### config.mk
export PLATFORM = sky130hd
export DESIGN_NAME = hazard_unit_top
export DESIGN_NICKNAME = d
export VERILOG_FILES = /design/src/source/hazard_pkg.sv /design/src/source/tag_pipeline.sv /design/src/source/forward_select.sv /design/src/source/mem_wait_timer.sv /design/src/source/pipe_control_fsm.sv /design/src/source/hazard_unit_top.sv
export SDC_FILE = /design/constraint.sdc
export NUM_CORES = 1
export LEC_CHECK = 0
export ABC_CLOCK_PERIOD_IN_PS = 1900
export BUFFER_PORTS_ARGS = -buffer_cell sky130_fd_sc_hd__buf_2
export CAP_MARGIN = 20
export CORE_MARGIN = 2
export CORE_UTILIZATION = 40
export CTS_CLUSTER_SIZE = 40
export DETAILED_ROUTE_END_ITERATION = 6
export GPL_ROUTABILITY_DRIVEN = 0
export PLACE_DENSITY = 0.76
export RECOVER_POWER = 50
export SETUP_SLACK_MARGIN = 0.5
export SYNTH_ARGS = -nofsm -noshare
export SYNTH_HDL_FRONTEND = slang
export SYNTH_SLANG_ARGS = --single-unit
export TNS_END_PERCENT = 5
### constraint.sdc
create_clock -name clk -period 1.9 [get_ports clk]
set_input_delay 0.285 -clock clk [delete_from_list [all_inputs] [get_ports clk]]
set_output_delay 0.285 -clock clk [all_outputs]
set_load 0.02 [all_outputs]
### src/source/hazard_pkg.sv
`default_nettype none

package hazard_pkg;

    // wait cycles before the memory bus counts as hung
    localparam int MEM_WAIT_LIMIT = 16;
    localparam int WAIT_CNT_W     = $clog2(MEM_WAIT_LIMIT + 1);

    typedef logic [4:0]  reg_addr_t;   // x0 reads as zero, never forwarded
    typedef logic [31:0] data_word_t;

    // register use of one instruction, all zero means bubble
    typedef struct packed {
        reg_addr_t rs1;
        reg_addr_t rs2;
        reg_addr_t rd;
        logic      reg_write;
        logic      is_load;
        logic      valid;
    } instr_tag_t;

    typedef struct packed {
        logic stall_if;
        logic stall_id;
        logic stall_ex;
        logic stall_mem;
        logic stall_wb;
        logic flush_if;
        logic flush_id;
        logic bubble_ex;   // zero tag into EX on next edge
    } pipe_ctrl_t;

    typedef enum logic [1:0] {
        FWD_NONE = 2'd0,
        FWD_EX   = 2'd1,
        FWD_MEM  = 2'd2,
        FWD_WB   = 2'd3
    } fwd_sel_t;

    typedef enum logic [1:0] {
        ST_RUN      = 2'd0,
        ST_MEM_WAIT = 2'd1,
        ST_FAULT    = 2'd2   // sticky until reset
    } pipe_state_t;

endpackage

`default_nettype wire

### src/source/tag_pipeline.sv
`timescale 1ns/1ps
`default_nettype none

module tag_pipeline (
    input  wire logic                  clk,
    input  wire logic                  rst,
    input  wire hazard_pkg::instr_tag_t id_tag,
    input  wire hazard_pkg::pipe_ctrl_t ctrl,
    output hazard_pkg::instr_tag_t      ex_tag,
    output hazard_pkg::instr_tag_t      mem_tag,
    output hazard_pkg::instr_tag_t      wb_tag
);

    import hazard_pkg::*;

    logic       hold_all;   // whole pipe frozen by memory wait or fault
    instr_tag_t ex_next;

    assign hold_all = ctrl.stall_if && ctrl.stall_id && ctrl.stall_ex &&
                      ctrl.stall_mem && ctrl.stall_wb;

    // load-use and branch both squash whatever would enter EX
    always_comb begin
        if (ctrl.bubble_ex) begin
            ex_next = '0;
        end else begin
            ex_next = id_tag;
        end
    end

    // private copy of the destination tags of EX, MEM and WB
    always_ff @(posedge clk or negedge rst) begin
        if (!rst) begin
            ex_tag  <= '0;
            mem_tag <= '0;
            wb_tag  <= '0;
        end else if (!hold_all) begin
            ex_tag  <= ex_next;
            mem_tag <= ex_tag;
            wb_tag  <= mem_tag;
        end
    end

endmodule

`default_nettype wire

### src/source/forward_select.sv
`timescale 1ns/1ps
`default_nettype none

module forward_select (
    input  wire hazard_pkg::instr_tag_t id_tag,
    input  wire hazard_pkg::instr_tag_t ex_tag,
    input  wire hazard_pkg::instr_tag_t mem_tag,
    input  wire hazard_pkg::instr_tag_t wb_tag,
    input  wire hazard_pkg::data_word_t ex_result,
    input  wire hazard_pkg::data_word_t mem_result,
    input  wire hazard_pkg::data_word_t wb_result,
    output hazard_pkg::fwd_sel_t        fwd_sel_a,
    output hazard_pkg::fwd_sel_t        fwd_sel_b,
    output hazard_pkg::data_word_t      fwd_data_a,
    output hazard_pkg::data_word_t      fwd_data_b,
    output logic                        load_use
);

    import hazard_pkg::*;

    logic ex_hit_a;
    logic ex_hit_b;

    // stage produces a register that the operand reads
    function automatic logic writes_reg(input instr_tag_t tag, input reg_addr_t rs);
        return tag.valid && tag.reg_write && (tag.rd != '0) && (tag.rd == rs);
    endfunction

    // youngest producer wins, a load still in EX has nothing to give yet
    function automatic fwd_sel_t pick_stage(input reg_addr_t rs);
        fwd_sel_t sel;
        if (writes_reg(ex_tag, rs)) begin
            sel = ex_tag.is_load ? FWD_NONE : FWD_EX;
        end else if (writes_reg(mem_tag, rs)) begin
            sel = FWD_MEM;
        end else if (writes_reg(wb_tag, rs)) begin
            sel = FWD_WB;
        end else begin
            sel = FWD_NONE;
        end
        return sel;
    endfunction

    function automatic data_word_t pick_data(input fwd_sel_t sel);
        data_word_t word;
        case (sel)
            FWD_EX:  word = ex_result;
            FWD_MEM: word = mem_result;
            FWD_WB:  word = wb_result;
            default: word = '0;   // operand comes from the register file
        endcase
        return word;
    endfunction

    assign fwd_sel_a  = pick_stage(id_tag.rs1);
    assign fwd_sel_b  = pick_stage(id_tag.rs2);
    assign fwd_data_a = pick_data(fwd_sel_a);
    assign fwd_data_b = pick_data(fwd_sel_b);

    assign ex_hit_a = writes_reg(ex_tag, id_tag.rs1);
    assign ex_hit_b = writes_reg(ex_tag, id_tag.rs2);

    // consumer right behind a load needs one bubble
    assign load_use = id_tag.valid && ex_tag.is_load && (ex_hit_a || ex_hit_b);

endmodule

`default_nettype wire

### src/source/mem_wait_timer.sv
`timescale 1ns/1ps
`default_nettype none

module mem_wait_timer (
    input  wire logic clk,
    input  wire logic rst,
    input  wire logic mem_stall,
    output logic      expired
);

    import hazard_pkg::*;

    logic [WAIT_CNT_W-1:0] wait_cnt;
    logic                  at_limit;

    assign at_limit = (wait_cnt == WAIT_CNT_W'(MEM_WAIT_LIMIT));

    // consecutive wait cycles, saturates at the limit
    always_ff @(posedge clk or negedge rst) begin
        if (!rst) begin
            wait_cnt <= '0;
            expired  <= 1'b0;
        end else if (!mem_stall) begin
            wait_cnt <= '0;   // any ready cycle restarts the count
            expired  <= 1'b0;
        end else begin
            if (!at_limit) begin
                wait_cnt <= wait_cnt + 1'b1;
            end
            // high only on the edge where the count lands on the limit
            expired <= (wait_cnt == WAIT_CNT_W'(MEM_WAIT_LIMIT - 1));
        end
    end

endmodule

`default_nettype wire

### src/source/pipe_control_fsm.sv
`timescale 1ns/1ps
`default_nettype none

module pipe_control_fsm (
    input  wire logic       clk,
    input  wire logic       rst,
    input  wire logic       branch_taken,
    input  wire logic       load_use,
    input  wire logic       iready_n,
    input  wire logic       dready_n,
    input  wire logic       dbusy,
    input  wire logic [1:0] ex_mem_op,   // [1] load in MEM, [0] store in MEM
    input  wire logic       expired,
    output logic            mem_stall,
    output hazard_pkg::pipe_ctrl_t ctrl,
    output logic            bus_timeout
);

    import hazard_pkg::*;

    pipe_state_t state;
    pipe_state_t state_next;

    // fetch miss, or data side not ready for the access in MEM
    assign mem_stall = iready_n ||
                       (dready_n && ex_mem_op[1]) ||
                       (dbusy && ex_mem_op[0]);

    always_comb begin
        state_next = state;
        case (state)
            ST_RUN: begin
                if (mem_stall) begin
                    state_next = ST_MEM_WAIT;
                end
            end
            ST_MEM_WAIT: begin
                if (expired) begin
                    state_next = ST_FAULT;
                end else if (!mem_stall) begin
                    state_next = ST_RUN;
                end
            end
            ST_FAULT: state_next = ST_FAULT;   // only reset gets out
            default:  state_next = ST_RUN;
        endcase
    end

    always_ff @(posedge clk or negedge rst) begin
        if (!rst) begin
            state <= ST_RUN;
        end else begin
            state <= state_next;
        end
    end

    // priority: fault, memory wait, branch, load-use
    always_comb begin
        ctrl = '0;
        if (state == ST_FAULT) begin
            ctrl.stall_if  = 1'b1;
            ctrl.stall_id  = 1'b1;
            ctrl.stall_ex  = 1'b1;
            ctrl.stall_mem = 1'b1;
            ctrl.stall_wb  = 1'b1;
        end else if (mem_stall) begin
            ctrl.stall_if  = 1'b1;   // whole pipe waits on the bus
            ctrl.stall_id  = 1'b1;
            ctrl.stall_ex  = 1'b1;
            ctrl.stall_mem = 1'b1;
            ctrl.stall_wb  = 1'b1;
        end else if (branch_taken) begin
            // wrong-path work dies, load-use moot here
            ctrl.flush_if  = 1'b1;
            ctrl.flush_id  = 1'b1;
            ctrl.bubble_ex = 1'b1;
        end else if (load_use) begin
            ctrl.stall_if  = 1'b1;
            ctrl.stall_id  = 1'b1;
            ctrl.bubble_ex = 1'b1;   // MEM and WB keep moving
        end
    end

    assign bus_timeout = (state == ST_FAULT);

endmodule

`default_nettype wire

### src/source/hazard_unit_top.sv
`timescale 1ns/1ps
`default_nettype none

module hazard_unit_top (
    input  wire logic                   clk,
    input  wire logic                   rst,
    input  wire hazard_pkg::instr_tag_t id_tag,
    input  wire logic                   branch_taken,
    input  wire logic                   iready_n,
    input  wire logic                   dready_n,
    input  wire logic                   dbusy,
    input  wire logic [1:0]             ex_mem_op,
    input  wire hazard_pkg::data_word_t ex_result,
    input  wire hazard_pkg::data_word_t mem_result,
    input  wire hazard_pkg::data_word_t wb_result,
    output hazard_pkg::pipe_ctrl_t      ctrl,
    output hazard_pkg::fwd_sel_t        fwd_sel_a,
    output hazard_pkg::fwd_sel_t        fwd_sel_b,
    output hazard_pkg::data_word_t      fwd_data_a,
    output hazard_pkg::data_word_t      fwd_data_b,
    output logic                        bus_timeout
);

    import hazard_pkg::*;

    instr_tag_t ex_tag;
    instr_tag_t mem_tag;
    instr_tag_t wb_tag;
    logic       load_use;
    logic       mem_stall;
    logic       expired;

    tag_pipeline u_tag_pipeline (
        .clk     (clk),
        .rst     (rst),
        .id_tag  (id_tag),
        .ctrl    (ctrl),
        .ex_tag  (ex_tag),
        .mem_tag (mem_tag),
        .wb_tag  (wb_tag)
    );

    forward_select u_forward_select (
        .id_tag     (id_tag),
        .ex_tag     (ex_tag),
        .mem_tag    (mem_tag),
        .wb_tag     (wb_tag),
        .ex_result  (ex_result),
        .mem_result (mem_result),
        .wb_result  (wb_result),
        .fwd_sel_a  (fwd_sel_a),
        .fwd_sel_b  (fwd_sel_b),
        .fwd_data_a (fwd_data_a),
        .fwd_data_b (fwd_data_b),
        .load_use   (load_use)
    );

    mem_wait_timer u_mem_wait_timer (
        .clk       (clk),
        .rst       (rst),
        .mem_stall (mem_stall),
        .expired   (expired)
    );

    pipe_control_fsm u_pipe_control_fsm (
        .clk          (clk),
        .rst          (rst),
        .branch_taken (branch_taken),
        .load_use     (load_use),
        .iready_n     (iready_n),
        .dready_n     (dready_n),
        .dbusy        (dbusy),
        .ex_mem_op    (ex_mem_op),
        .expired      (expired),
        .mem_stall    (mem_stall),
        .ctrl         (ctrl),
        .bus_timeout  (bus_timeout)
    );

endmodule

`default_nettype wire

==> qor.csv, run 1 <==
metric,value,unit
port_buffers,198,
ir_worst_vdd,0.597,mV
synth_fp_nets,536,
whs_path_depth,2,
rows,33,
seq_area_frac_synth,22.7,%
cp_num_buf_inv,3,
cts.sinks,30,
synth_simple_gate_area_share,21.1,%
clockBufferDepth,2,
cp_slowest_stage_delay,0.45,ns
critPathKind,reg -> out,
vias_per_cell,6.12,
drt_iter0_drc,353,
nets,785,
synthCells,411,
dp.cells,755,
critPathArrivalTime,2.39,ns
r2r_cells,9,
core_area,8130,um^2
grt_pass1_wl,21900,um
areaGrowthSynthToFinish,69.6,%
synth.mux.area_fraction,8.39,%
setup_violations,78,
skew,0.00508,ns
clkLatencyLatePin,0.29,ns
vias,4688,
cts_root_buffer,clkbuf_8,
crit_family,simple AND/OR/NAND/NOR gates,
grt_pass1_vias,4471,
yosys-top-cells-area,"dfrtp_1 (23%), a32oi_1 (14%), nand3_1 (8.6%)",
ys_async_sr_fraction,100,%
wire_per_inst,18.8,um
syn_area,3310,um^2
synth_seq_cells,30,
worstMarginPinSlew,1.57,ns
powerDensity,462,nW/um^2
cp_slowest_cell,or4_4,
p_leak,2.71,nW
drcViolationCount,0,
die-area,9020,um^2
cts_tree,built,
drive_gt1_share,55.7,%
synth_top_family_by_area,compound AO/OA/AOI/OAI gates,
antennaDiodeCount,0,
cts_made_buffers,5,
syn_avg_cell_area,8.06,um^2
grt_use_total,30.8,%
hold_violations,0,
period_minus_slack,2.68,ns
max_clock_freq,373,MHz
htreeDepth,2,
grt_max_degree,31,
synth_top_area_share,22.7,%
critical_path_depth,8,
dp_hpwl,11100,um
slew_headroom,-4.44,%
yosysTopAreaCell,dfrtp_1,
die_y,95.0,um
post-place-ws,-0.514,ns
path_max_fanout,25,
path_cells,buf_4 -> or4_4 -> o2111ai_4 -> and3b_1 -> buf_12 -> a32oi_2 -> o21ai_2 -> buf_2,
num_io_pins,199,
synth-compound-area-share,30.0,%
start_util,40.7,%
drt-pass1-iter-count,5,
postLayoutSetupSlackWorst,-0.779,ns
violations,"max-capacitance violations, max-slew violations, negative setup slack",
ys.flop_type,dfrtp_1,
rsz0062_at_grt,true,
synth_edf_count,0,
synth_xor_area_share,8.73,%
fin_cells,766,
fin_crit_sh,141,%
path_clk_slew,0.06,ns
outcome,"finished, violations left",
gr-total-overflow,0,
grt_antenna_before_repair,0,
totalNegativeSetupSlack,-51.74,ns
synthAdderAreaFrac,1.13,%
synth_common_cells,"nand3_1 (57), a32oi_1 (53), o21ai_0 (35), dfrtp_1 (30), xor2_1 (27)",
ant_nets,0,
fin_total_pwr,2.59,mW
hold_class,in -> reg,
wl,14400,um
cap_violations,1,
cp.required,1.62,ns
synthMostInstantiatedCell,nand3_1,
finalMaxSlewViolations,31,
dieWidth,95.0,um
endpoint_kind,output port,
worstSetupStartpointType,flip-flop,
yosysWarnings,0,
ys_types,43,
-- cells in the final DEF, fill, tap and decap left out, types with 3 or more instances in the layout --
cell type    n
mux2i_1     12
nor2_1      13
nor3_1       6
o21ai_0      5
o22ai_2      6
a32o_1       7
nand3_1     56
nand2_1     17
o21ai_1     26
buf_4       83
buf_12      16
and4_1      12
xor2_1      27
a32oi_1     42
clkbuf_8     6
a21oi_1      3
buf_2      172
dfrtp_1     30
o22ai_1      5
o21ai_2     22
mux2_2      14
a32oi_2      9
o21ai_4      3
inv_1        7
xnor2_1      6
and3_1       3
buf_6       14
-- per-stage QoR --
stage                     util (%)  instance area (um^2)  hold WS [ns]
after floorplan                  -                  3480       -0.0106
after global placement        64.1                  5220         0.341
after detailed placement      64.1                  5220         0.355
after CTS                     67.7                  5510        0.0388
after global routing          69.0                  5610         0.233
final                         69.0                  5610         0.217
-- layer usage --
layer	up-vias	global-route usage (%)	routed length (um)
met1	2221	40.0	5800
met5	-	0	0
met2	293	52.0	7090
li1	2123	-	-
met4	0	11.5	420
met3	51	4.31	1100
-- where the power goes --
| part | internal (mW) | total (mW) | leakage [nW] | switching, mW |
|---|---|---|---|---|
| clock | 0.291 | 0.520 | 0.0482 | 0.229 |
| combinational | 0.591 | 1.15 | 2.27 | 0.554 |
| sequential | 0.773 | 0.926 | 0.392 | 0.153 |
-- final timing paths --
| path | from | endpoint | slack, ns |
|---|---|---|---|
| setup reg to reg | u_tag_pipeline.ex_tag[6] | u_tag_pipeline.ex_tag[4] | -0.32 |
| setup / recovery | u_tag_pipeline.ex_tag[7] | fwd_data_b[13] | -0.78 |
| hold / removal | branch_taken | u_tag_pipeline.ex_tag[0] | 0.22 |
| min in group asynchronous | rst | u_tag_pipeline.mem_tag[4] | 0.38 |
| max in group asynchronous | rst | u_tag_pipeline.wb_tag[2] | 0.61 |
| hold reg to reg | u_mem_wait_timer.expired | u_pipe_control_fsm.state[1] | 0.53 |
-- layout make-up --
class                      count  area, um^2
clock buffer                   7        86.3
timing repair buffer         286        1970
clock inverter                 1        5.00
sequential                    30         751
tap                          105         131
fill                         637        2520
multi-input combinational    329        2650
inverter                       8        30.0
-- kinds of logic after synthesis --
logic type | Yosys count
fa+ha+maj | 3
flops | 30
xor+xnor | 33
simple gates | 129
buf+inv | 52
compound gates | 138
mux | 26
-- worst register-to-register path: stages, from the launching register on --
cell     delay [ns]
dfrtp_1        0.38
buf_4          0.15
buf_4          0.13
xor2_1         0.15
nor3_1         0.19
buf_4          0.17
nand2_1        0.16
a211o_1        0.36
buf_4          0.17
a32o_1         0.24
-- registers in the layout, summed over array words and instances (netlist names) --
signal	count
u_mem_wait_timer.expired	1
u_mem_wait_timer.wait_cnt	5
u_pipe_control_fsm.state	2
u_tag_pipeline.ex_tag	8
u_tag_pipeline.mem_tag	7
u_tag_pipeline.wb_tag	7
-- repair_timing --
action | CTS | global route
setup endpoints to repair | 102 | 94
pin swaps | 5 | 5
buffers inserted | 3 | 0
gates resized for setup | 45 | 25
hold buffers | 0 | 0
No activity file was read; power rests on OpenSTA's default activity.
==> inputs of run 2 (changes only) <==
--- a/config.mk
+++ b/config.mk
@@ -8,12 +8,14 @@
 export ABC_CLOCK_PERIOD_IN_PS = 1900
 export BUFFER_PORTS_ARGS = -buffer_cell sky130_fd_sc_hd__buf_2
 export CAP_MARGIN = 20
+export CELL_PAD_IN_SITES_DETAIL_PLACEMENT = 1
+export CELL_PAD_IN_SITES_GLOBAL_PLACEMENT = 1
 export CORE_MARGIN = 2
-export CORE_UTILIZATION = 40
+export CORE_UTILIZATION = 27
 export CTS_CLUSTER_SIZE = 40
 export DETAILED_ROUTE_END_ITERATION = 6
 export GPL_ROUTABILITY_DRIVEN = 0
-export PLACE_DENSITY = 0.76
+export PLACE_DENSITY = 0.75
 export RECOVER_POWER = 50
 export SETUP_SLACK_MARGIN = 0.5
 export SYNTH_ARGS = -nofsm -noshare
==> qor.csv, run 2 (synthesis gave the netlist of run 1 again) <==
metric,value,unit
place_area,5080,um^2
fin_crit_sh,143,%
wl,18500,um
drt_iter0_drc,351,
regMostFlops,u_tag_pipeline.ex_tag,
grt_pass1_wl,26500,um
start_util,27.6,%
worstReg2RegStart,u_tag_pipeline.ex_tag[3],
rrSetupSlack,-0.21,ns
grt_use_total,25.4,%
wire_per_inst,23.2,um
rsz0062_at_grt,true,
path_max_fanout,25,
largest_reg_flops,8,
die_y,115,um
drt-pass1-iter-count,5,
dp_hpwl,13100,um
cp.required,1.62,ns
clkLatencyLatePin,0.27,ns
hold_ws,0.242,ns
setup_violations,79,
port_buffers,198,
hold_buffers,0,
core_area,12000,um^2
cts.sinks,30,
rows,40,
cts_tree,built,
mostFrequentLayoutCells,"buf_2 (145), buf_4 (87), nand3_1 (56)",
path_cells,or4_4 -> o2111ai_4 -> and3b_2 -> buf_12 -> a32oi_2 -> o21ai_2 -> buf_2,
fin_area,5980,um^2
drcViolationCount,0,
max_clock_freq,367,MHz
whs_path_depth,2,
period_minus_slack,2.72,ns
hold_start,branch_taken,
gr-total-overflow,0,
slew_headroom,-9.73,%
areaGrowthSynthToFinish,80.8,%
grt_max_degree,34,
dieWidth,115,um
critical_path_depth,7,
clockBufferDepth,2,
skew,0.00269,ns
htreeDepth,2,
critPathArrivalTime,2.44,ns
fin_cells,799,
outcome,"finished, violations left",
drive_gt1_share,60.1,%
num_io_pins,199,
path_clk_slew,0.05,ns
fin_total_pwr,3.01,mW
cap_violations,1,
grt_pass1_vias,4878,
rr_endpoint,u_tag_pipeline.ex_tag[4],
cp_slowest_stage_delay,0.58,ns
antennaDiodeCount,0,
powerDensity,502,nW/um^2
cts_root_buffer,clkbuf_16,
p_leak,2.74,nW
cts_made_buffers,5,
final_common_cell,buf_2,
endpoint_kind,output port,
critPathKind,reg -> out,
cp_slowest_cell,or4_4,
cp_num_buf_inv,2,
violations,"max-capacitance violations, max-slew violations, negative setup slack",
top_regs,"u_tag_pipeline.ex_tag: 8 flops, u_tag_pipeline.mem_tag: 7 flops, u_tag_pipeline.wb_tag: 7 flops",
worstMarginPinSlew,1.65,ns
postLayoutSetupSlackWorst,-0.822,ns
hold_class,in -> reg,
holdPathEnd,u_tag_pipeline.ex_tag[0],
vias_per_cell,5.97,
vias,4768,
dp.cells,781,
grt_antenna_before_repair,0,
crit_family,simple AND/OR/NAND/NOR gates,
ir_worst_vdd,0.549,mV
finalMaxSlewViolations,31,
ant_nets,0,
worstSetupStartpointType,flip-flop,
die-area,13200,um^2
nets,776,
r2r_cells,8,
hold_violations,0,
[run 2: changes by cell type in the layout (fill, tap and decap cells not counted), sizes merged]
cell and delta:
buf -10, clkbuf +1
[run 2: routing by layer]
layer	GRT usage, %	share of wire (%)	wire (um)	vias up
li1	-	-	-	2118
met1	31.4	39	7210	2356
met2	45.4	51	9540	241
met3	3.74	5.8	1070	53
met4	8.43	3.8	709	0
met5	0	0	0	-
[run 2: report_power, final]
| part | internal, mW | switching, mW |
|---|---|---|
| Sequential | 0.775 | 0.159 |
| Combinational | 0.608 | 0.678 |
| Clock | 0.518 | 0.268 |
| Total | 1.90 | 1.10 |
[run 2: area by class of cell]
class,instances,area (um^2)
inverter,8,30.0
clock buffer,7,143
timing repair buffer,277,2000
multi-input combinational,329,2870
tap,147,184
clock inverter,1,5.00
sequential,30,752
fill,1409,6030
[run 2: repair_timing]
item	4_1_cts	5_1_grt
buffers inserted	3	6
cloned	0	1
gates resized for setup	98	65
setup endpoints to repair	102	100
pin swaps	4	19
hold endpoints to repair	0	0
[run 2: worst max path at each step]
stage	from	end	slack, ns
4_1_cts	u_tag_pipeline.ex_tag[3]	fwd_data_b[4]	-0.74
3_5_place_dp	u_tag_pipeline.ex_tag[7]	fwd_data_a[17]	-0.49
2_1_floorplan	u_tag_pipeline.ex_tag[3]	fwd_data_b[11]	-0.32
3_3_place_gp	u_tag_pipeline.ex_tag[7]	fwd_data_a[16]	-0.41
6_report	u_tag_pipeline.ex_tag[3]	fwd_data_b[0]	-0.82
5_1_grt	u_tag_pipeline.ex_tag[3]	fwd_data_b[10]	-0.86
[run 2: per-stage QoR]
| step | util, % | TNS, ns | worst slack, ns |
|---|---|---|---|
| final | 49.8 | -50.48 | -0.822 |
| after global routing | 49.8 | -55.23 | -0.856 |
| after CTS | 46.6 | -45.75 | -0.736 |
| after detailed placement | 42.3 | -28.88 | -0.485 |
| after global placement | 42.3 | -24.73 | -0.409 |
| after floorplan | - | -20.46 | -0.325 |
